### src/of_pkg.sv
package of_pkg;

   // Datapath dimensions
   localparam int NUM_PORTS  = 4;
   localparam int PORT_W     = 2;
   localparam int DATA_W     = 64;
   localparam int KEY_W      = 16;
   localparam int TAG_W      = 16;
   localparam int TBL_DEPTH  = 16;
   localparam int TBL_AW     = 4;
   localparam int FIFO_DEPTH = 32;
   localparam int CNT_W      = 32;

   typedef enum logic [1:0] {
      ACT_DROP    = 2'd0,
      ACT_FORWARD = 2'd1,
      ACT_SET_TAG = 2'd2
   } of_action_e;

   // First word of a packet, key sits in the low bits
   typedef struct packed {
      logic [DATA_W-KEY_W-TAG_W-1:0] payload;
      logic [TAG_W-1:0]              tag;
      logic [KEY_W-1:0]              key;
   } pkt_hdr_t;

   typedef struct packed {
      logic [DATA_W-1:0] data;
      logic              last;
   } stream_word_t;

   typedef struct packed {
      logic [DATA_W-1:0] data;
      logic              last;
      logic [PORT_W-1:0] dst_port;
   } out_word_t;

   typedef struct packed {
      of_action_e        op;
      logic [PORT_W-1:0] out_port;
      logic [TAG_W-1:0]  new_tag;
   } flow_action_t;

   // One exact-match table slot
   typedef struct packed {
      logic             valid;
      logic [KEY_W-1:0] key;
      flow_action_t     action;
   } flow_entry_t;

endpackage
### src/flow_tbl_ctrl.sv
`timescale 1ns/1ps

module flow_tbl_ctrl (
   input  logic                          asclk,
   input  logic                          rst_n,
   input  logic [of_pkg::NUM_PORTS-1:0]  lu_req,
   input  logic [of_pkg::KEY_W-1:0]      lu_key [of_pkg::NUM_PORTS],
   output logic [of_pkg::NUM_PORTS-1:0]  lu_ack,
   output logic [of_pkg::NUM_PORTS-1:0]  lu_done,
   output of_pkg::flow_action_t          lu_action,
   input  logic                          tbl_wr,
   input  logic [of_pkg::TBL_AW-1:0]     tbl_addr,
   input  of_pkg::flow_entry_t           tbl_entry,
   output logic [of_pkg::CNT_W-1:0]      hit_count,
   output logic [of_pkg::CNT_W-1:0]      miss_count
);

   of_pkg::flow_entry_t          tbl [of_pkg::TBL_DEPTH];

   logic [of_pkg::NUM_PORTS-1:0] req_eff;
   logic [of_pkg::NUM_PORTS-1:0] ack_nxt;
   logic [of_pkg::PORT_W-1:0]    last_gnt;
   logic [of_pkg::PORT_W-1:0]    gnt_idx;
   logic [of_pkg::PORT_W-1:0]    scan_idx;
   logic                         gnt_valid;
   logic [of_pkg::KEY_W-1:0]     key_q;
   logic                         hit;
   of_pkg::flow_action_t         hit_act;

   // A port being acked this cycle still holds its request
   assign req_eff = lu_req & ~lu_ack;

   // Round robin, search starts after the last winner
   always_comb begin
      gnt_valid = 1'b0;
      gnt_idx   = last_gnt;
      scan_idx  = last_gnt;
      for (int k = 1; k <= of_pkg::NUM_PORTS; k++) begin
         scan_idx = last_gnt + k[of_pkg::PORT_W-1:0];
         if (!gnt_valid && req_eff[scan_idx]) begin
            gnt_valid = 1'b1;
            gnt_idx   = scan_idx;
         end
      end
      ack_nxt          = '0;
      ack_nxt[gnt_idx] = gnt_valid;
   end

   // Exact match, lowest valid index wins
   always_comb begin
      hit     = 1'b0;
      hit_act = '{op: of_pkg::ACT_DROP, out_port: '0, new_tag: '0};
      for (int e = 0; e < of_pkg::TBL_DEPTH; e++) begin
         if (!hit && tbl[e].valid && tbl[e].key == key_q) begin
            hit     = 1'b1;
            hit_act = tbl[e].action;
         end
      end
   end

   always_ff @(posedge asclk or negedge rst_n) begin
      if (!rst_n) begin
         for (int e = 0; e < of_pkg::TBL_DEPTH; e++) begin
            tbl[e] <= '0;
         end
      end else if (tbl_wr) begin
         tbl[tbl_addr] <= tbl_entry;
      end
   end

   // Key and result are payload, only read alongside ack and done
   always_ff @(posedge asclk) begin
      key_q     <= lu_key[gnt_idx];
      lu_action <= hit_act;
   end

   always_ff @(posedge asclk or negedge rst_n) begin
      if (!rst_n) begin
         last_gnt   <= '1;
         lu_ack     <= '0;
         lu_done    <= '0;
         hit_count  <= '0;
         miss_count <= '0;
      end else begin
         lu_ack  <= ack_nxt;
         lu_done <= lu_ack;
         if (gnt_valid) begin
            last_gnt <= gnt_idx;
         end
         if (|lu_ack) begin
            if (hit) begin
               hit_count <= hit_count + 1'b1;
            end else begin
               miss_count <= miss_count + 1'b1;
            end
         end
      end
   end

   // One grant at a time and only to a port still requesting
   a_ack_onehot: assert property (@(posedge asclk) disable iff (!rst_n)
      $onehot0(lu_ack) && ((lu_ack & ~lu_req) == '0));
   a_done_onehot: assert property (@(posedge asclk) disable iff (!rst_n) $onehot0(lu_done));

endmodule

### config.mk
export PLATFORM = sky130hd
export DESIGN_NAME = flow_tbl_ctrl
export DESIGN_NICKNAME = d
export VERILOG_FILES = /design/src/of_pkg.sv /design/src/flow_tbl_ctrl.sv
export SDC_FILE = /design/constraint.sdc
export NUM_CORES = 1
export LEC_CHECK = 0
export BUFFER_PORTS_ARGS = -buffer_cell sky130_fd_sc_hd__buf_2
export CAP_MARGIN = 20
export CORE_ASPECT_RATIO = 0.6
export CORE_MARGIN = 2
export CORE_UTILIZATION = 60
export DETAILED_ROUTE_END_ITERATION = 10
export GPL_ROUTABILITY_DRIVEN = 1
export HOLD_SLACK_MARGIN = 0.08
export PLACE_DENSITY = 0.79
export RECOVER_POWER = 50
export SLEW_MARGIN = 20
export SYNTH_ARGS = -nofsm -noshare
export SYNTH_HDL_FRONTEND = slang
export SYNTH_SLANG_ARGS = --single-unit
export TNS_END_PERCENT = 50
### constraint.sdc
create_clock -name asclk -period 3.2 [get_ports asclk]
set_input_delay 0 -clock asclk [delete_from_list [all_inputs] [get_ports asclk]]
set_output_delay 0 -clock asclk [all_outputs]
set_load 0.02 [all_outputs]
==> flow_metrics.py <==
metrics = {
    "clock_tree": {
        "cts_num_sinks": 702,
        "clock_path_buffers": 3,
        "htree_levels": 2,
        "cts_buffers": 61,
        "path_clk_slew_ps": 70,
        "clock_insertion_delay_worst_skew_ps": 630,
        "cts_root_buf": "clkbuf_16",
        "tritoncts": "built",
    },
    "sta": {
        "max_slew_margin_pct": -86.4,
        "whs_ps": 181,
        "fmax_mhz": 285,
        "setup_viol": 52,
        "worstMarginPinSlew_ps": 2800,
        "hold_viol": 0,
        "setup_ws_ps": -306,
        "finalClockSkew_ps": 33.0,
        "slew_viol_final": 167,
        "period_needed_ps": 3510,
        "fin_crit_sh_pct": 110,
        "rsz0062_at_grt": "yes",
    },
    "layout": {
        "nets": 3132,
        "layout-drive-gt1-share_pct": 44.5,
        "layout.cells.non_filler": 3775,
        "fillers": 3021,
        "areaGrowthSynthToFinish_pct": 23.4,
    },
    "power": {
        "finalPower_mw": 29.6,
        "peakVddDrop_mv": 0.555,
        "p_leak_nw": 17.7,
        "power_density_mw_per_mm2": 739,
    },
    "floorplan": {
        "rows": 65,
        "dieArea_mm2": 0.0560,
        "core-area_mm2": 0.0529,
        "pin_count": 204,
        "fp.dieW_um": 304,
        "dieHeight_um": 184,
        "initial_utilization_pct": 61.2,
    },
    "synthesis": {
        "synth_top_area_share_pct": 51.3,
        "ys_ff_latch": 702,
        "synth_area_mm2": 0.0324,
        "syn_nets": 2685,
        "synth.area.top_cells": "dfrtp_1 51%, mux2_2 20%, xnor2_1 6.1%",
        "synth-main-ff-cell": "dfrtp_1",
        "synth_edf_count": 0,
        "netlist_instances": 2571,
        "synth_warnings": 0,
        "synth_area_per_cell_um2": 12.6,
        "synth_largest_area_cell": "dfrtp_1",
        "synth_cell_types": 78,
        "ys_async_sr_fraction_pct": 94.9,
        "ys_seq_area_share_pct": 53.7,
    },
    "placement": {
        "port_buffers": 203,
        "dp.cells": 3535,
        "dp_slack_ps": -795,
        "dpl.hpwl_um": 63400,
        "place_congestion": 0.915,
    },
    "drt": {
        "drt-pass1-iter-count": 6,
        "wl_per_cell_um": 26.4,
        "ant_nets": 0,
        "drt_iter0_drc": 3015,
        "vias": 24000,
        "via_per_inst": 6.35,
        "drc_errors": 0,
        "wl_um": 99700,
    },
    "critical_path": {
        "max_stage_delay_ps": 480,
        "critPathKind": "reg -> reg",
        "cp.required_ps": 3700,
        "critPathMaxFanout": 7,
        "cp_slowest_cell": "a222oi_1",
        "arrival_ps": 4010,
        "rr_worst_depth": 12,
        "cp_cell_sequence": "xnor2_1, nand4_1, nor4_2, buf_4, and3_4, and3b_2, buf_6, a222oi_1, buf_4, nand4_1, a2111oi_4, o21ai_1",
        "critical_path.startpoint_type": "register",
        "cp-end-kind": "register",
    },
    "global_route": {
        "gr-total-overflow": 0,
        "grt_usage_pct": 34.2,
        "grt_pass1_wl_um": 147000,
        "antenna_found_initial": 2,
        "grt_pass1_vias": 24400,
        "grt_max_degree": 110,
    },
    "status": {
        "violations": "max-capacitance violations, max-slew violations, negative setup slack",
        "run_status": "finished, violations left",
    },
    "worst_hold_path": {
        "hold_path_class": "in -> reg",
        "whs_path_depth": 4,
    },
    "flow_run": {
        "max-cap-violations": 4,
    },
}
synth_stat cells, types with 12 or more instances:
master and number:
a221o_1 13, nand4_1 61, dfrtp_1 664, buf_8 12, buf_6 18, a31oi_1 20, buf_2 28, nor4_1 29
clkbuf_1 114, xnor2_1 226, nor2_1 53, nor3_1 22, mux2_2 586, inv_1 17, nand3_1 45, o21ai_0 47
nand2_1 178, dfxtp_1 36, a222oi_1 13, a21oi_1 42, xor2_1 92, a22oi_1 25, a22o_1 15, and3_1 44
flip-flops by register name (all words and copies together) (netlist names):
| signal | count |
|---|---|
| last_gnt | 2 |
| tbl | 592 |
| lu_action | 20 |
| hit_count | 32 |
| key_q | 16 |
| miss_count | 32 |
| lu_done | 4 |
| lu_ack | 4 |
worst paths after layout:
| kind | from | to | slack, ps |
|---|---|---|---|
| setup reg to reg | key_q[12] | lu_action[3] | -310 |
| setup / recovery | key_q[12] | lu_action[3] | -310 |
| hold / removal | lu_key[53] | key_q[5] | 180 |
| min in group asynchronous | rst_n | tbl[516] | 1400 |
| max in group asynchronous | rst_n | tbl[2] | 270 |
| hold reg to reg | lu_ack[2] | lu_done[2] | 450 |
power by group:
part / internal (mW) / switching (mW) / total, mW
logic: 4.68 / 4.61 / 9.29
clock network: 4.51 / 3.40 / 7.91
registers: 10.9 / 1.49 / 12.4
total: 20.1 / 9.50 / 29.6
what timing repair did:
item,in CTS,in global routing
setup buffers,20,35
setup endpoints to repair,74,76
gates cloned,0,2
resized for setup,118,127
hold endpoints to repair,1077,0
hold buffers,73,0
pin swaps,56,86
logic make-up after synthesis:
logic type / count (synthesis) / share of synthesized area [%]
DFF: 702 / 53.7
adders and majority gates: 2 / 0.0772
muxes: 588 / 20.4
xor gates and xnor gates: 318 / 8.59
AOI/OAI and AO/OA: 248 / 5.54
and+or+nand+nor: 507 / 8.28
buffers and inverters: 206 / 3.43
placed cells by master, fill, tap and decap left out, types with 19 or more instances in the layout:
cell	n
a21oi_1	41
nor2_1	41
o21ai_0	41
buf_12	30
nand2_1	174
xnor2_1	205
buf_2	201
mux2_2	586
dlygate4sd3_1	72
buf_4	216
nand4_1	61
clkbuf_1	29
buf_6	24
xor2_1	86
nand3_1	41
dfxtp_1	23
clkbuf_16	63
a31oi_1	19
dfrtp_1	663
and3_1	36
worst max-delay path, delay by kind of cell (launching register included):
family	cells	cell delay, ps
XOR/XNOR	1	250
AND/OR/NAND/NOR	5	1290
flip-flops	1	380
buffers and inverters	3	540
AO/OA/AOI/OAI	3	930
cell type report:
type / count / area [µm²] / share of cell area, %
Multi-Input combinational cell: 1664 / 15100 / 37.7
Antenna cell: 3 / 7.51 / 0.0188
Clock buffer: 94 / 1800 / 4.51
Sequential cell: 702 / 17400 / 43.5
Inverter: 19 / 75.1 / 0.188
Clock inverter: 20 / 314 / 0.785
Tap cell: 703 / 880 / 2.20
Timing Repair Buffer: 570 / 4410 / 11.0
routing by layer:
| metal | global-route usage (%) | wire, µm | up-vias |
|---|---|---|---|
| met3 | 9.66 | 11800 | 222 |
| met1 | 50.0 | 41900 | 12500 |
| met4 | 8.22 | 2320 | 0 |
| met2 | 50.7 | 43600 | 1316 |
| li1 | - | - | 9994 |
| met5 | 0 | 0 | - |
metrics by stage:
stage	utilization (%)	instance area, µm²	TNS (ps)
floorplan	-	32400	0
global placement	67.4	35700	-8500
detailed placement	67.4	35700	-15660
CTS	74.1	39200	-44.6
global route	75.5	40000	-9450
finish	75.5	40000	-5120
No activity file was read; power rests on OpenSTA's default activity.
