--- config.mk ---
export PLATFORM = sky130hd
export DESIGN_NAME = pkt_preprocessor
export DESIGN_NICKNAME = d
export VERILOG_FILES = /design/src/of_pkg.sv /design/src/pkt_preprocessor.sv /design/src/pkt_fifo.sv
export SDC_FILE = /design/constraint.sdc
export NUM_CORES = 2
export LEC_CHECK = 0
export BUFFER_PORTS_ARGS = -buffer_cell sky130_fd_sc_hd__buf_4
export CORE_ASPECT_RATIO = 1.75
export CORE_MARGIN = 3
export CORE_UTILIZATION = 45
export DETAILED_ROUTE_END_ITERATION = 12
export GPL_TIMING_DRIVEN = 0
export HOLD_SLACK_MARGIN = 0.15
export PLACE_DENSITY = 0.71
export RECOVER_POWER = 50
export SLEW_MARGIN = 40
export SYNTH_ARGS = -nofsm -noshare
export SYNTH_HDL_FRONTEND = slang
export SYNTH_SLANG_ARGS = --single-unit
--- constraint.sdc ---
create_clock -name asclk -period 4.9 [get_ports asclk]
set_input_delay 0.49 -clock asclk [delete_from_list [all_inputs] [get_ports asclk]]
set_output_delay 0.49 -clock asclk [all_outputs]
set_load 0.02 [all_outputs]
--- src/of_pkg.sv ---
package of_pkg;

   // Datapath dimensions
   localparam int NUM_PORTS  = 4;
   localparam int PORT_W     = 2;
   localparam int DATA_W     = 64;
   localparam int KEY_W      = 16;
   localparam int TAG_W      = 16;
   localparam int TBL_DEPTH  = 16;
   localparam int TBL_AW     = 4;
   localparam int FIFO_DEPTH = 32;
   localparam int CNT_W      = 32;

   typedef enum logic [1:0] {
      ACT_DROP    = 2'd0,
      ACT_FORWARD = 2'd1,
      ACT_SET_TAG = 2'd2
   } of_action_e;

   // First word of a packet, key sits in the low bits
   typedef struct packed {
      logic [DATA_W-KEY_W-TAG_W-1:0] payload;
      logic [TAG_W-1:0]              tag;
      logic [KEY_W-1:0]              key;
   } pkt_hdr_t;

   typedef struct packed {
      logic [DATA_W-1:0] data;
      logic              last;
   } stream_word_t;

   typedef struct packed {
      logic [DATA_W-1:0] data;
      logic              last;
      logic [PORT_W-1:0] dst_port;
   } out_word_t;

   typedef struct packed {
      of_action_e        op;
      logic [PORT_W-1:0] out_port;
      logic [TAG_W-1:0]  new_tag;
   } flow_action_t;

   // One exact-match table slot
   typedef struct packed {
      logic             valid;
      logic [KEY_W-1:0] key;
      flow_action_t     action;
   } flow_entry_t;

endpackage
--- src/pkt_preprocessor.sv ---
`timescale 1ns/1ps

module pkt_preprocessor (
   input  logic                        asclk,
   input  logic                        rst_n,
   input  of_pkg::stream_word_t        s_word,
   input  logic                        s_valid,
   output logic                        s_ready,
   output logic                        lu_req,
   output logic [of_pkg::KEY_W-1:0]    lu_key,
   input  logic                        lu_ack,
   input  logic                        act_free,
   input  logic                        pop,
   output of_pkg::stream_word_t        rd_word,
   output logic                        empty
);

   logic                     fifo_full;
   logic                     push;
   logic                     sop;
   logic                     lu_busy;
   of_pkg::pkt_hdr_t         hdr;

   // Four header slots waiting for a lookup
   logic [of_pkg::KEY_W-1:0] kq_mem [4];
   logic [1:0]               kq_wr;
   logic [1:0]               kq_rd;
   logic [2:0]               kq_cnt;
   logic                     kq_push;

   assign hdr     = s_word.data;
   assign s_ready = !fifo_full && !(sop && kq_cnt == 3'd4);
   assign push    = s_valid && s_ready;
   assign kq_push = push && sop;
   assign lu_key  = kq_mem[kq_rd];

   pkt_fifo u_fifo (
      .asclk   (asclk),
      .rst_n   (rst_n),
      .push    (push),
      .wr_word (s_word),
      .pop     (pop),
      .rd_word (rd_word),
      .empty   (empty),
      .full    (fifo_full)
   );

   always_ff @(posedge asclk) begin
      if (kq_push) begin
         kq_mem[kq_wr] <= hdr.key;
      end
   end

   always_ff @(posedge asclk or negedge rst_n) begin
      if (!rst_n) begin
         sop     <= 1'b1;
         kq_wr   <= '0;
         kq_rd   <= '0;
         kq_cnt  <= '0;
         lu_req  <= 1'b0;
         lu_busy <= 1'b0;
      end else begin
         if (push) begin
            sop <= s_word.last;
         end
         if (kq_push) begin
            kq_wr <= kq_wr + 1'b1;
         end
         if (lu_ack) begin
            kq_rd <= kq_rd + 1'b1;
         end
         case ({kq_push, lu_ack})
            2'b10:   kq_cnt <= kq_cnt + 1'b1;
            2'b01:   kq_cnt <= kq_cnt - 1'b1;
            default: kq_cnt <= kq_cnt;
         endcase
         // Busy from grant until the egress slot shows it took the action
         if (lu_ack) begin
            lu_req  <= 1'b0;
            lu_busy <= 1'b1;
         end else if (lu_busy && !act_free) begin
            lu_busy <= 1'b0;
         end else if (!lu_req && !lu_busy && act_free && kq_cnt != 3'd0) begin
            lu_req <= 1'b1;
         end
      end
   end

endmodule

--- src/pkt_fifo.sv ---
`timescale 1ns/1ps

module pkt_fifo (
   input  logic                 asclk,
   input  logic                 rst_n,
   input  logic                 push,
   input  of_pkg::stream_word_t wr_word,
   input  logic                 pop,
   output of_pkg::stream_word_t rd_word,
   output logic                 empty,
   output logic                 full
);

   of_pkg::stream_word_t mem [of_pkg::FIFO_DEPTH];

   // Pointers carry one extra wrap bit
   logic [$clog2(of_pkg::FIFO_DEPTH):0]   wr_ptr;
   logic [$clog2(of_pkg::FIFO_DEPTH):0]   rd_ptr;
   logic [$clog2(of_pkg::FIFO_DEPTH)-1:0] wr_addr;
   logic [$clog2(of_pkg::FIFO_DEPTH)-1:0] rd_addr;

   assign wr_addr = wr_ptr[$clog2(of_pkg::FIFO_DEPTH)-1:0];
   assign rd_addr = rd_ptr[$clog2(of_pkg::FIFO_DEPTH)-1:0];

   assign empty = (wr_ptr == rd_ptr);
   assign full  = (wr_addr == rd_addr) &&
                  (wr_ptr[$clog2(of_pkg::FIFO_DEPTH)] != rd_ptr[$clog2(of_pkg::FIFO_DEPTH)]);

   // Head word, valid one cycle after its push
   assign rd_word = mem[rd_addr];

   always_ff @(posedge asclk) begin
      if (push) begin
         mem[wr_addr] <= wr_word;
      end
   end

   always_ff @(posedge asclk or negedge rst_n) begin
      if (!rst_n) begin
         wr_ptr <= '0;
         rd_ptr <= '0;
      end else begin
         if (push) begin
            wr_ptr <= wr_ptr + 1'b1;
         end
         if (pop) begin
            rd_ptr <= rd_ptr + 1'b1;
         end
      end
   end

   // Ingress and egress must respect the flags
   a_no_overflow: assert property (@(posedge asclk) disable iff (!rst_n) !(push && full));
   a_no_underflow: assert property (@(posedge asclk) disable iff (!rst_n) !(pop && empty));

endmodule

==> run summary <==
Remaining antenna violation count: 0
Sequential cell area: 0.0649 sq mm
Capturing element type of the critical path: output pin
Number of synthesized flops with an enable pin: 2,144
Total of endpoints with negative setup slack in the final report: 1
Failing checks: max-capacitance violations, max-slew violations, negative setup slack
Post-Synthesis Net Count: 3,773
Clock latency at the later pin of the worst-skew pair: 0.84 ns
Max stage delay cell, worst path: sky130_fd_sc_hd__a2111oi_1
Reported leakage power: 31.2 nW
Startpoint type of the worst setup path: flop
Overall die area: 0.189 sq mm
Achievable frequency: 0.203 GHz
Most instantiated flip-flop cell in the synthesis netlist: sky130_fd_sc_hd__edfxtp_1
Average via count per standard cell: 6.20
Buffers plus inverters on the worst setup path: 4
Filler cells: 13,300
Maxcap violations: 18
Cells after Synth: 3,691
Worst Setup Path Type: reg2out
Share of the core filled with cells: 0.534
Final wirelength: 231,000 um
Outcome: finished with violations
Clock root buffer master: sky130_fd_sc_hd__clkbuf_16
Sinks on the clock net: 2,166
Longest individual stage delay on the worst path: 0.81 ns
Relative area change from synthesis to final layout: 17.6%
Final worst slack: -0.0143 ns
Global-route wire length before repair: 325,000 um
Slew Viols, Final: 627
Leading area contributor after synthesis: sky130_fd_sc_hd__edfxtp_1
List of most frequent post-synthesis cells: 2,144 x sky130_fd_sc_hd__edfxtp_1, 428 x sky130_fd_sc_hd__mux4_2, 280 x sky130_fd_sc_hd__mux2i_1
Area taken by multi-input logic gates: 0.0168 sq mm
Cell Rows: 207
Die boundary height: 573 um
Worst setup skew after layout: 0.0476 ns
Proportion of netlist area held by the largest area contributor: 0.779
Routed len/inst: 33.8 um
Total Neg Setup Slack: -0.0143 ns
Layout Cell Area excl Fill: 0.0972 sq mm
Final worst path period share: 1.00
Area of placed instances: 0.0911 sq mm
Deepest level of the CTS H-tree: 4
Placer Congestion: 0.808
Clock period minus worst slack: 4.91 ns
Placed wire-length estimate after detailed placement: 158,000 um
Total setup buffers inserted after CTS: 0
Antenna violations before repair: 13
1st-pass router iterations: 7
Max Buffers Root-to-Sink: 4
Total number of vias: 42,300
Cells traversed along the worst timing path: buf_2 > nor2b_1 > clkbuf_1 > nand2_1 > clkbuf_2 > o22ai_1 > a2111oi_1 > a211oi_1 > buf_4
Number of distinct library cells after synthesis: 49
Number of top-level design ports: 155
Max rail drop VDD: 0.363 mV
Final routed DRC violation total: 0
RSZ-0062 raised after global routing: no
Final count of hold timing violations: 0
Number of buffers created by CTS: 183
Synth Cell Area: 0.0827 sq mm
Worst hold-check path type: in2async
Pwr per Cell Area: 572 mW/mm^2
GRT Residual Overflow: 0
Maximum number of pins on one net before global-route repair: 37
Largest driver fanout on the critical path: 10
Die X: 330 um
IO buf count: 154
Worst Path Required: 4.41 ns
Core area: 0.182 sq mm
Starting utilization of the core area: 0.454
Most frequent cell after synthesis: sky130_fd_sc_hd__edfxtp_1
# nets final: 4,360
Most area-consuming cells after synthesis: sky130_fd_sc_hd__edfxtp_1 78%, sky130_fd_sc_hd__mux4_2 12%, sky130_fd_sc_hd__mux2i_1 3.4%
Slew of the pin with the lowest slew margin: 2.32 ns
TritonCTS clock tree: yes
Worst Hold Margin: 0.284 ns
Post-synthesis sequential element count: 2,166
Starting DRT DRC Count: 5,383
Avg Synthesized Cell Area: 22.4 sq um
Number of global-route vias before repair: 43,600
Fraction of layout cells with a size suffix above 1: 0.266
Arrival time at the worst endpoint: 4.42 ns
Overall fraction of global-route tracks in use: 0.244
Seq/Total Area, Yosys: 0.785
CP top delay family: buffers and inverters
CTS clk-pin slew, worst paths: 0.07 ns
Synth warn: 0
Share of synthesized flip-flops with an asynchronous set or reset: 0.0102
Worst slew slack as a fraction of its limit: -0.545
## cells in the final DEF (no fill, tap or decap), types with 5 or more instances in the layout
| cell | synthesis | final |
|---|---|---|
| sky130_fd_sc_hd__a2111oi_0 | 31 | 17 |
| sky130_fd_sc_hd__a2111oi_1 | 0 | 13 |
| sky130_fd_sc_hd__a211oi_1 | 60 | 44 |
| sky130_fd_sc_hd__a211oi_2 | 0 | 16 |
| sky130_fd_sc_hd__a21oi_1 | 50 | 50 |
| sky130_fd_sc_hd__a221oi_1 | 14 | 14 |
| sky130_fd_sc_hd__a22oi_1 | 39 | 39 |
| sky130_fd_sc_hd__a2bb2oi_1 | 14 | 14 |
| sky130_fd_sc_hd__buf_1 | 11 | 9 |
| sky130_fd_sc_hd__buf_16 | 0 | 104 |
| sky130_fd_sc_hd__buf_2 | 60 | 54 |
| sky130_fd_sc_hd__buf_4 | 36 | 118 |
| sky130_fd_sc_hd__buf_6 | 24 | 24 |
| sky130_fd_sc_hd__buf_8 | 4 | 79 |
| sky130_fd_sc_hd__bufinv_16 | 0 | 13 |
| sky130_fd_sc_hd__clkbuf_1 | 71 | 158 |
| sky130_fd_sc_hd__clkbuf_16 | 0 | 185 |
| sky130_fd_sc_hd__clkbuf_2 | 0 | 30 |
| sky130_fd_sc_hd__clkinv_1 | 0 | 49 |
| sky130_fd_sc_hd__clkinv_2 | 0 | 28 |
| sky130_fd_sc_hd__dfrtp_1 | 21 | 21 |
| sky130_fd_sc_hd__diode_2 | 0 | 7 |
| sky130_fd_sc_hd__dlygate4sd3_1 | 0 | 68 |
| sky130_fd_sc_hd__edfxtp_1 | 2144 | 2144 |
| sky130_fd_sc_hd__ha_1 | 10 | 10 |
| sky130_fd_sc_hd__inv_1 | 8 | 8 |
| sky130_fd_sc_hd__mux2_2 | 44 | 44 |
| sky130_fd_sc_hd__mux2i_1 | 280 | 280 |
| sky130_fd_sc_hd__mux4_2 | 428 | 428 |
| sky130_fd_sc_hd__nand2_1 | 43 | 42 |
| sky130_fd_sc_hd__nand3b_1 | 5 | 5 |
| sky130_fd_sc_hd__nand4_1 | 5 | 5 |
| sky130_fd_sc_hd__nor2_1 | 115 | 83 |
| sky130_fd_sc_hd__nor2_4 | 0 | 32 |
| sky130_fd_sc_hd__o221ai_1 | 35 | 35 |
| sky130_fd_sc_hd__o22ai_1 | 81 | 81 |
| sky130_fd_sc_hd__xnor2_1 | 13 | 13 |
| sky130_fd_sc_hd__xor2_1 | 9 | 9 |
## kinds of logic after synthesis
family	Yosys count	share of synthesized area
AO/OA/AOI/OAI	329	0.0286
XOR/XNOR	22	0.00233
adder cells (fa/ha/maj)	11	0.00176
buffers and inverters	214	0.0150
flip-flops	2166	0.785
multiplexers	753	0.157
AND/OR/NAND/NOR	196	0.0102
## state kept, by name (all words and copies together), names as in the netlist
register / cells
u_fifo.mem: 2080
kq_rd: 2
sop: 1
kq_wr: 2
lu_req: 1
u_fifo.rd_ptr: 6
u_fifo.wr_ptr: 6
kq_mem: 64
kq_cnt: 3
lu_busy: 1
## report_power, final
group	leakage [nW]	total, mW	internal [mW]	switching, mW
Sequential	19.6	22.0	21.6	0.332
Combinational	8.85	19.6	7.51	12.1
Clock	2.73	14.0	7.63	6.42
Total	31.2	55.6	36.8	18.8
## metrics by stage
stage               setup slack, ns  total power, mW  cells
CTS                         0.00393             55.8   6818
finish                      -0.0143             55.6   6825
floorplan                     0.212             33.4   3691
detailed placement            0.610             41.8   6427
global placement              -4.48             40.9   6248
global route                 0.0382             57.2   6822
## per-layer routing
| metal | GRT usage | vias up | routed length [um] |
|---|---|---|---|
| li1 | - | 16800 | - |
| met1 | 0.283 | 22200 | 76200 |
| met2 | 0.425 | 2617 | 120000 |
| met3 | 0.0429 | 670 | 18500 |
| met4 | 0.139 | 8 | 15800 |
| met5 | 0 | - | 41 |
## worst reg2reg max path: stages, from the launching register on
cell	delay, ns
sky130_fd_sc_hd__dfrtp_1	0.43
sky130_fd_sc_hd__buf_6	0.29
sky130_fd_sc_hd__xor2_1	0.25
sky130_fd_sc_hd__nor3_1	0.14
sky130_fd_sc_hd__a41oi_1	0.67
sky130_fd_sc_hd__clkbuf_1	0.42
sky130_fd_sc_hd__nand2_1	0.56
sky130_fd_sc_hd__nor2_4	0.64
sky130_fd_sc_hd__buf_16	0.24
sky130_fd_sc_hd__buf_8	0.19
sky130_fd_sc_hd__buf_16	0.18
sky130_fd_sc_hd__buf_16	0.18
sky130_fd_sc_hd__buf_16	0.19
## path summary, 6_finish.rpt
kind	from	endpoint	slack, ns	cells after the start
min in group asclk	s_valid	u_fifo.wr_ptr[3]	0.34	5
min reg2reg	lu_req	lu_req	0.52	2
max in group asynchronous	rst_n	u_fifo.wr_ptr[4]	3.08	3
max	u_fifo.rd_ptr[1]	rd_word[41]	-0.01	9
max reg2reg	u_fifo.rd_ptr[0]	u_fifo.mem[6][53]	0.20	12
min	rst_n	sop	0.28	2
## what timing repair did
item	in CTS	in global routing
endpoints found under the hold margin	2040	0
hold buffers	69	0
endpoints found under the setup margin	22	7
gates resized for setup	18	7
## final cells by class
type                       count  share of cell area
clock inverter                99             0.00826
sequential                  2166               0.668
antenna                        7            0.000180
inverter                       8            0.000309
multi-input combinational   1311               0.173
timing repair buffer         402              0.0571
buffer                       206              0.0129
tap                         2403              0.0309
clock buffer                 223              0.0493
Note: power is estimated with default switching activity, not from simulation.
