==> src/of_pkg.sv <==
package of_pkg;

   // Datapath dimensions
   localparam int NUM_PORTS  = 4;
   localparam int PORT_W     = 2;
   localparam int DATA_W     = 64;
   localparam int KEY_W      = 16;
   localparam int TAG_W      = 16;
   localparam int TBL_DEPTH  = 16;
   localparam int TBL_AW     = 4;
   localparam int FIFO_DEPTH = 32;
   localparam int CNT_W      = 32;

   typedef enum logic [1:0] {
      ACT_DROP    = 2'd0,
      ACT_FORWARD = 2'd1,
      ACT_SET_TAG = 2'd2
   } of_action_e;

   // First word of a packet, key sits in the low bits
   typedef struct packed {
      logic [DATA_W-KEY_W-TAG_W-1:0] payload;
      logic [TAG_W-1:0]              tag;
      logic [KEY_W-1:0]              key;
   } pkt_hdr_t;

   typedef struct packed {
      logic [DATA_W-1:0] data;
      logic              last;
   } stream_word_t;

   typedef struct packed {
      logic [DATA_W-1:0] data;
      logic              last;
      logic [PORT_W-1:0] dst_port;
   } out_word_t;

   typedef struct packed {
      of_action_e        op;
      logic [PORT_W-1:0] out_port;
      logic [TAG_W-1:0]  new_tag;
   } flow_action_t;

   // One exact-match table slot
   typedef struct packed {
      logic             valid;
      logic [KEY_W-1:0] key;
      flow_action_t     action;
   } flow_entry_t;

endpackage
==> src/action_processor.sv <==
`timescale 1ns/1ps

module action_processor (
   input  logic                  asclk,
   input  logic                  rst_n,
   input  logic                  lu_done,
   input  of_pkg::flow_action_t  lu_action,
   output logic                  act_free,
   output logic                  pop,
   input  of_pkg::stream_word_t  rd_word,
   input  logic                  empty,
   output of_pkg::out_word_t     m_word,
   output logic                  m_valid,
   input  logic                  m_ready
);

   typedef enum logic [1:0] {
      IDLE,
      SEND,
      DISCARD
   } ap_state_e;

   ap_state_e            state;
   of_pkg::flow_action_t act_q;
   logic                 first;
   of_pkg::pkt_hdr_t     hdr;

   assign act_free = (state == IDLE);
   assign m_valid  = (state == SEND) && !empty;

   always_comb begin
      case (state)
         SEND:    pop = m_valid && m_ready;
         // Drain at one word per cycle, nothing shown downstream
         DISCARD: pop = !empty;
         default: pop = 1'b0;
      endcase
   end

   // Tag rewrite applies to the header word only
   always_comb begin
      hdr = rd_word.data;
      if (first && act_q.op == of_pkg::ACT_SET_TAG) begin
         hdr.tag = act_q.new_tag;
      end
      m_word.data     = hdr;
      m_word.last     = rd_word.last;
      m_word.dst_port = act_q.out_port;
   end

   always_ff @(posedge asclk) begin
      if (lu_done) begin
         act_q <= lu_action;
      end
   end

   always_ff @(posedge asclk or negedge rst_n) begin
      if (!rst_n) begin
         state <= IDLE;
         first <= 1'b0;
      end else begin
         case (state)
            IDLE: begin
               if (lu_done) begin
                  first <= 1'b1;
                  if (lu_action.op == of_pkg::ACT_DROP) begin
                     state <= DISCARD;
                  end else begin
                     state <= SEND;
                  end
               end
            end
            SEND, DISCARD: begin
               if (pop) begin
                  first <= 1'b0;
                  if (rd_word.last) begin
                     state <= IDLE;
                  end
               end
            end
            default: state <= IDLE;
         endcase
      end
   end

   a_hold_stable: assert property (@(posedge asclk) disable iff (!rst_n)
      m_valid && !m_ready |=> m_valid && $stable(m_word));

endmodule

==> config.mk <==
export PLATFORM = sky130hd
export DESIGN_NAME = action_processor
export DESIGN_NICKNAME = d
export VERILOG_FILES = /design/src/of_pkg.sv /design/src/action_processor.sv
export SDC_FILE = /design/constraint.sdc
export NUM_CORES = 1
export LEC_CHECK = 0
export BUFFER_PORTS_ARGS = -buffer_cell sky130_fd_sc_hd__buf_2
export CAP_MARGIN = 10
export CORE_UTILIZATION = 30
export CTS_BUF_LIST = sky130_fd_sc_hd__clkbuf_2 sky130_fd_sc_hd__clkbuf_4 sky130_fd_sc_hd__clkbuf_8
export DETAILED_ROUTE_END_ITERATION = 16
export PLACE_DENSITY_LB_ADDON = 0.2
export SLEW_MARGIN = 10
export SYNTH_ARGS = -nofsm -noshare
export SYNTH_HDL_FRONTEND = slang
export SYNTH_SLANG_ARGS = --single-unit
export TNS_END_PERCENT = 20
==> constraint.sdc <==
create_clock -name asclk -period 2.69 [get_ports asclk]
set_input_delay 0.538 -clock asclk [delete_from_list [all_inputs] [get_ports asclk]]
set_output_delay 0.538 -clock asclk [all_outputs]
set_load 0.01 [all_outputs]
==> impl_metrics.csv, run 1 <==
group,metric,value,unit
outcome,status,"finished, final reports clean",
global_route,overflow,0,
sta,report.final.slew_viol_count,0,
sta,slew_headroom,65.8,%
sta,max_freq,465,MHz
critical_path,reg2reg_from,"state[0]$_DFFE_PN0P_",
clock_tree,cts.path.max_buffers,2,
placement,dp_hpwl,2290,µm
clock_tree,cts.htree.levels,1,
pwr,p_leak,0.706,nW
clock_tree,ctsHoldBuffers,0,
clock_tree,cts_root_buf,"clkbuf_8",
global_route,grt_antenna_before_repair,0,
clock_tree,post_cts_buffers,0,
routing,drt_pass1_iterations,2,
sta,min_period,2.15,ns
sta,hold_viol,0,
yosys,syn_nets,211,
clock_tree,numCtsBuffers,3,
global_route,grt_max_degree,25,
yosys,synth_top_cell_by_area,"edfxtp_1",
global_route,grt_pass1_wl,3940,µm
finish,layout.cells.non_filler,200,
yosys,synthTopCellsByArea,"edfxtp_1, buf_4, mux2_4",
global_route,grt_pass1_vias,814,
pwr,irDropWorstVdd,310,µV
flow_run,drv_cap,0,
placement,port_buffers,63,
yosys,synth.ff_latch_count,23,
sta,rsz0062_at_grt,"false",
routing,drt_iter0_drc,47,
floorplan,die_area,5260,µm²
critical_path,critPathMaxFanout,7,
sta,skew,0.000246,ns
yosys,synthCells,118,
finish,areaGrowthSynthToFinish,3.61,%
finish,drive_gt1_share,63.9,%
clock_tree,cts_tree,"built",
critical_path,cp_slowest_cell,"dfrtp_1",
routing,wl_per_cell,14.1,µm
critical_path,crit_path_cell_trace,"inv_1 -> ha_1 -> nor3b_1 -> buf_2",
routing,viasPerCell,4.21,
critical_path,critPathBufInv,2,
floorplan,die_w,72.5,µm
critical_path,worstSetupEndpointType,"output port",
clock_tree,clock_latency,0.26,ns
routing,vias,841,
floorplan,design.portCount,160,
global_route,grt_usage,10.1,%
sta,worstMarginPinSlew,0.512,ns
finish,diodes,0,
yosys,avgSynthCellArea,12.6,µm²
pwr,p_per_area,679,nW/µm²
critical_path,path_class,"register to output port",
placement,dp.cells,196,
floorplan,core_area,4750,µm²
sta,setup_viol,0,
floorplan,num_rows,25,
critical_path,arrival,1.61,ns
hold_path,hold_class,"input port to asynchronous set/reset pin",
yosys,yosysWarnings,0,
yosys,synthDistinctLibCells,23,
clock_tree,cts_sinks,23,
clock_tree,post_cts_resized,0,
floorplan,initial_core_util,31.4,%
routing,wirelength,2820,µm
critical_path,startpoint,"state[0]$_DFFE_PN0P_",
clock_tree,cts.reportedPaths.clkPinSlew,0.08,ns
yosys,synth_top_cell_area_share,40.3,%
critical_path,slowest_delay,0.40,ns
critical_path,path_delay_family,"flip-flops",
placement,gp_congestion,0.797,
routing,antenna_left,0,
yosys,netlist_area,1490,µm²
yosys,ys_seq_area_share,45.3,%
routing,drc_errors,0,
sta,timing.hold.ws,0.0576,ns
finish,finalNetCount,227,
critical_path,cp-start-kind,"register",
sta,period_share,79.9,%
sta,tns,0,ns
floorplan,fp.dieH,72.5,µm
critical_path,cp.required,2.15,ns
-- synth_stat cells --
cell type	n
buf_4	51
dfrtp_1	3
o21a_1	1
buf_6	1
o2111ai_1	1
nor2b_1	1
mux2_2	6
or2_2	1
nor3b_1	1
nand2_1	1
ha_1	3
o2bb2ai_1	2
inv_1	3
mux2_4	10
nor2_1	1
nand3_1	1
o211ai_1	3
mux2i_1	1
edfxtp_1	20
a21oi_1	1
nand3b_4	1
and2_1	1
nand2b_1	4
-- final cells by class --
class	instances	area, µm²
Fill cell	493	3210
Tap cell	67	83.8
Clock buffer	4	48.8
Inverter	3	11.3
Timing Repair Buffer	63	315
Sequential cell	23	676
Multi-Input combinational cell	40	410
-- state kept, by name (all words and copies together) (netlist names) --
| name | cells |
|---|---|
| state | 2 |
| m_word | 2 |
| act_q | 18 |
| first | 1 |
-- report_power, final --
group	leakage (nW)	internal [mW]	switching [mW]
combinational	0.449	0.188	0.188
sequential	0.231	0.434	0.0233
clock	0.0262	0.115	0.102
-- per-layer routing --
| metal | wire length (µm) | share of wire, % | track usage (%) | up-vias |
|---|---|---|---|---|
| li1 | - | - | - | 386 |
| met1 | 1000 | 35 | 9.93 | 353 |
| met2 | 1310 | 46 | 16.4 | 81 |
| met3 | 435 | 15 | 5.56 | 21 |
| met4 | 74 | 2.6 | 5.88 | 0 |
| met5 | 0 | 0 | 3.03 | - |
-- final timing paths --
check	slack (ns)	to	depth (start not counted)
min reg2reg	0.53	state[1]$_DFFE_PN0P_	1
max reg2reg	1.30	first$_DFFE_PN0P_	4
min	0.06	state[0]$_DFFE_PN0P_	1
min in group asclk	0.45	m_word[0]$_DFFE_PP_	1
max	0.54	pop	4
max in group asynchronous	2.53	first$_DFFE_PN0P_	1
-- per-stage QoR --
step           total power, mW  utilization (%)  setup WS (ns)  cell area, µm²
2_1_floorplan            0.796                -          0.995            1490
3_3_place_gp             0.837             31.5          0.947            1500
3_5_place_dp             0.840             31.5          0.851            1500
4_1_cts                   1.06             32.5          0.546            1550
5_1_grt                   1.12             32.5          0.467            1550
6_report                  1.05             32.5          0.542            1550
-- cell families after synthesis --
| kind of cell | share of synthesized area [%] |
|---|---|
| multiplexers | 15.3 |
| flip-flops | 45.3 |
| AO/OA/AOI/OAI | 4.11 |
| buffers and inverters | 27.2 |
| AND/OR/NAND/NOR | 5.62 |
| adder cells (fa/ha/maj) | 2.52 |
-- placed cells by master (no fill, tap or decap) --
master,instances
dfrtp_1,3
o211ai_1,3
mux2_4,10
mux2i_1,1
or2_2,1
inv_1,3
nor2_1,1
o21a_1,1
and2_1,1
buf_2,63
nand2_1,1
clkbuf_4,1
nand3b_4,1
nor2b_1,1
mux2_2,6
nor3b_1,1
nand3_1,1
o2111ai_1,1
edfxtp_1,20
a21oi_1,1
clkbuf_8,3
nand2b_1,4
ha_1,3
o2bb2ai_1,2
Power figures use the tool's default switching activity.
==> inputs of run 2 (changes only) <==
Settings changed: ABC_AREA from default to 1.
Clock period 2.69 ns to 1.94 ns, I/O delays scaled along.
==> run 2 against run 1 <==
  * Clock power grew 33%
  * Highest routed layer unchanged
  * Sequential cell count is the same
  * Critical path depth shrank 1
  * Non-clock buffer count grew 2
  * Largest power group unchanged
==> impl_metrics.csv, run 2 <==
group,metric,value,unit
floorplan,core_area,4750,µm²
outcome,status,"finished, final reports clean",
yosys,ys_seq_area_share,45.6,%
yosys,synth-compound-area-share,5.40,%
finish,drive_gt1_share,41.5,%
yosys,avgSynthCellArea,9.21,µm²
yosys,yosys-top-cells-count,"buf_4, nand2_1, inv_1",
yosys,synth_top_cell_by_area,"edfxtp_1",
critical_path,startpoint,"act_q[18]$_DFFE_PP_",
yosys,synthDistinctLibCells,18,
pwr,p_per_area,963,nW/µm²
clock_tree,cts.htree.levels,1,
finish,largest_reg_flops,18,
routing,vias,992,
yosys,yosys.area_share.adder,2.53,%
floorplan,design.portCount,160,
sta,slew_headroom,73.6,%
yosys,synthMuxAreaShare,0,%
clock_tree,cts.reportedPaths.clkPinSlew,0.08,ns
placement,place_area,1490,µm²
critical_path,r2r_cells,6,
routing,antenna_left,0,
yosys,synthArstFlopShare,13.0,%
finish,diodes,0,
routing,drc_errors,0,
clock_tree,post_cts_resized,0,
critical_path,cp.required,1.55,ns
critical_path,reg2reg_from,"state[1]$_DFFE_PN0P_",
routing,drt_iter0_drc,17,
hold_path,min_to,"m_word[1]$_DFFE_PP_",
clock_tree,clock_latency,0.26,ns
floorplan,die_area,5230,µm²
yosys,netlist_area,1480,µm²
yosys,synth.ff_latch_count,23,
clock_tree,cts_root_buf,"clkbuf_8",
routing,wl_per_cell,12.2,µm
sta,report.final.slew_viol_count,0,
global_route,grt_usage,10.8,%
sta,min_period,1.76,ns
placement,gp_congestion,0.729,
yosys,synth_ff_type,"edfxtp_1",
yosys,synth_top_cell_area_share,40.5,%
routing,drt_pass1_iterations,4,
yosys,synthCells,161,
floorplan,initial_core_util,31.2,%
finish,finalNetCount,270,
finish,layout_common_cells,"buf_2, nand2_1, inv_1, edfxtp_1, o21ai_1",
finish,areaGrowthSynthToFinish,3.97,%
clock_tree,cts_sinks,23,
finish,layout_commonest_cell,"buf_2",
hold_path,hold_path_depth,1,
yosys,yosysWarnings,0,
placement,port_buffers,63,
global_route,grt_antenna_before_repair,0,
critical_path,crit_path_cell_trace,"nand3b_4 -> o21ai_0 -> buf_2",
finish,final_cell_area,1540,µm²
critical_path,critPathMaxFanout,32,
pwr,p_leak,0.821,nW
sta,worstMarginPinSlew,0.395,ns
critical_path,path_class,"register to output port",
critical_path,worstSetupEndpointType,"output port",
global_route,grt_max_degree,33,
clock_tree,cts_tree,"built",
yosys,synthXorXnorAreaFrac,0,%
critical_path,arrival,1.37,ns
hold_path,min_from,"lu_action[17]",
sta,rsz0062_at_grt,"false",
floorplan,die_w,72.3,µm
routing,wirelength,2960,µm
sta,period_share,90.6,%
clock_tree,cts.path.max_buffers,2,
clock_tree,post_cts_buffers,0,
pwr,irDropWorstVdd,447,µV
global_route,overflow,0,
flow_run,drv_cap,0,
sta,setup_viol,0,
clock_tree,ctsHoldBuffers,1,
critical_path,slowest_delay,0.36,ns
critical_path,rr_endpoint,"state[1]$_DFFE_PN0P_",
floorplan,num_rows,25,
finish,regMostFlops,"act_q",
routing,route.met2.wl,1300,µm
critical_path,cp-start-kind,"register",
routing,route.met3.wl,424,µm
sta,hold_viol,0,
sta,tns,0,ns
sta,skew,0.00470,ns
yosys,syn_nets,254,
yosys,synth-edff-count,20,
clock_tree,numCtsBuffers,3,
critical_path,r2r_slack,0.60,ns
yosys,synth_top_family_by_area,"buffers and inverters",
routing,drt-met1-wl,1230,µm
sta,max_freq,569,MHz
global_route,grt_pass1_vias,938,
yosys,yosysMostFrequentCell,"buf_4",
hold_path,hold_class,"input port to register",
yosys,synthTopCellsByArea,"edfxtp_1, buf_4, nand2_1",
routing,viasPerCell,4.08,
pwr,report.power.total,1.48,mW
routing,top_layer_used,"met4",
yosys,synth-simple-area-share,13.2,%
global_route,grt_pass1_wl,4340,µm
floorplan,fp.dieH,72.3,µm
critical_path,cp_slowest_cell,"edfxtp_1",
placement,dp_hpwl,2490,µm
## run 2: cell types whose count changed after synthesis, moves of 2 or more
cell / before / now
buf_2: 0 / 2
o211ai_1: 3 / 0
nand2_1: 1 / 29
mux2_4: 10 / 0
or2_4: 0 / 2
o2bb2ai_1: 2 / 0
mux2_2: 6 / 0
inv_1: 3 / 23
nor2_1: 1 / 3
o21ai_0: 0 / 7
o21ai_1: 0 / 9
nand4_1: 0 / 2
nand2b_1: 4 / 0
## run 2: kinds of logic after synthesis
kind of cell               Yosys count
DFF                                 23
and+or+nand+nor                     41
buffers and inverters               78
adders and majority gates            3
AOI/OAI and AO/OA                   16
## run 2: worst max-delay path by stage
| stage | endpoint | slack (ns) | cells past startpoint |
|---|---|---|---|
| 6_report | m_word[29] | 0.18 | 3 |
| 5_1_grt | m_word[32] | 0.04 | 3 |
| 4_1_cts | m_word[29] | 0.16 | 3 |
| 3_5_place_dp | m_word[29] | 0.46 | 3 |
| 3_3_place_gp | m_word[30] | 0.49 | 3 |
| 2_1_floorplan | m_word[21] | 0.63 | 3 |
## run 2: worst max-delay path, delay by kind of cell (launching register included)
family,cells,cell delay (ns)
DFF,1,0.36
buffers and inverters,1,0.16
and+or+nand+nor,1,0.34
AOI/OAI and AO/OA,1,0.24
## run 2: report_power, final
part	internal, mW	switching (mW)
combinational	0.229	0.322
clock	0.143	0.146
sequential	0.606	0.0376
## run 2: layout make-up
| cell class | instances | area, µm² |
|---|---|---|
| Clock buffer | 3 | 41.3 |
| Clock inverter | 1 | 5.00 |
| Fill cell | 546 | 3210 |
| Inverter | 24 | 90.1 |
| Multi-Input combinational cell | 60 | 313 |
| Sequential cell | 23 | 676 |
| Tap cell | 67 | 83.8 |
| Timing Repair Buffer | 65 | 333 |
## run 2: metrics by stage
step                hold WS, ns  util (%)  instances  setup slack [ns]
floorplan                0.0924         -        161             0.630
global placement          0.194      31.2        238             0.487
detailed placement        0.191      31.2        238             0.463
CTS                       0.285      32.4        243             0.163
global route              0.281      32.4        243            0.0379
finish                    0.297      32.4        243             0.183
## run 2: metal layers
metal | GRT usage [%] | vias to the layer above
li1 | - | 483
met1 | 13.2 | 414
met2 | 17.5 | 93
met3 | 5.14 | 2
met4 | 2.18 | 0
met5 | 0 | -
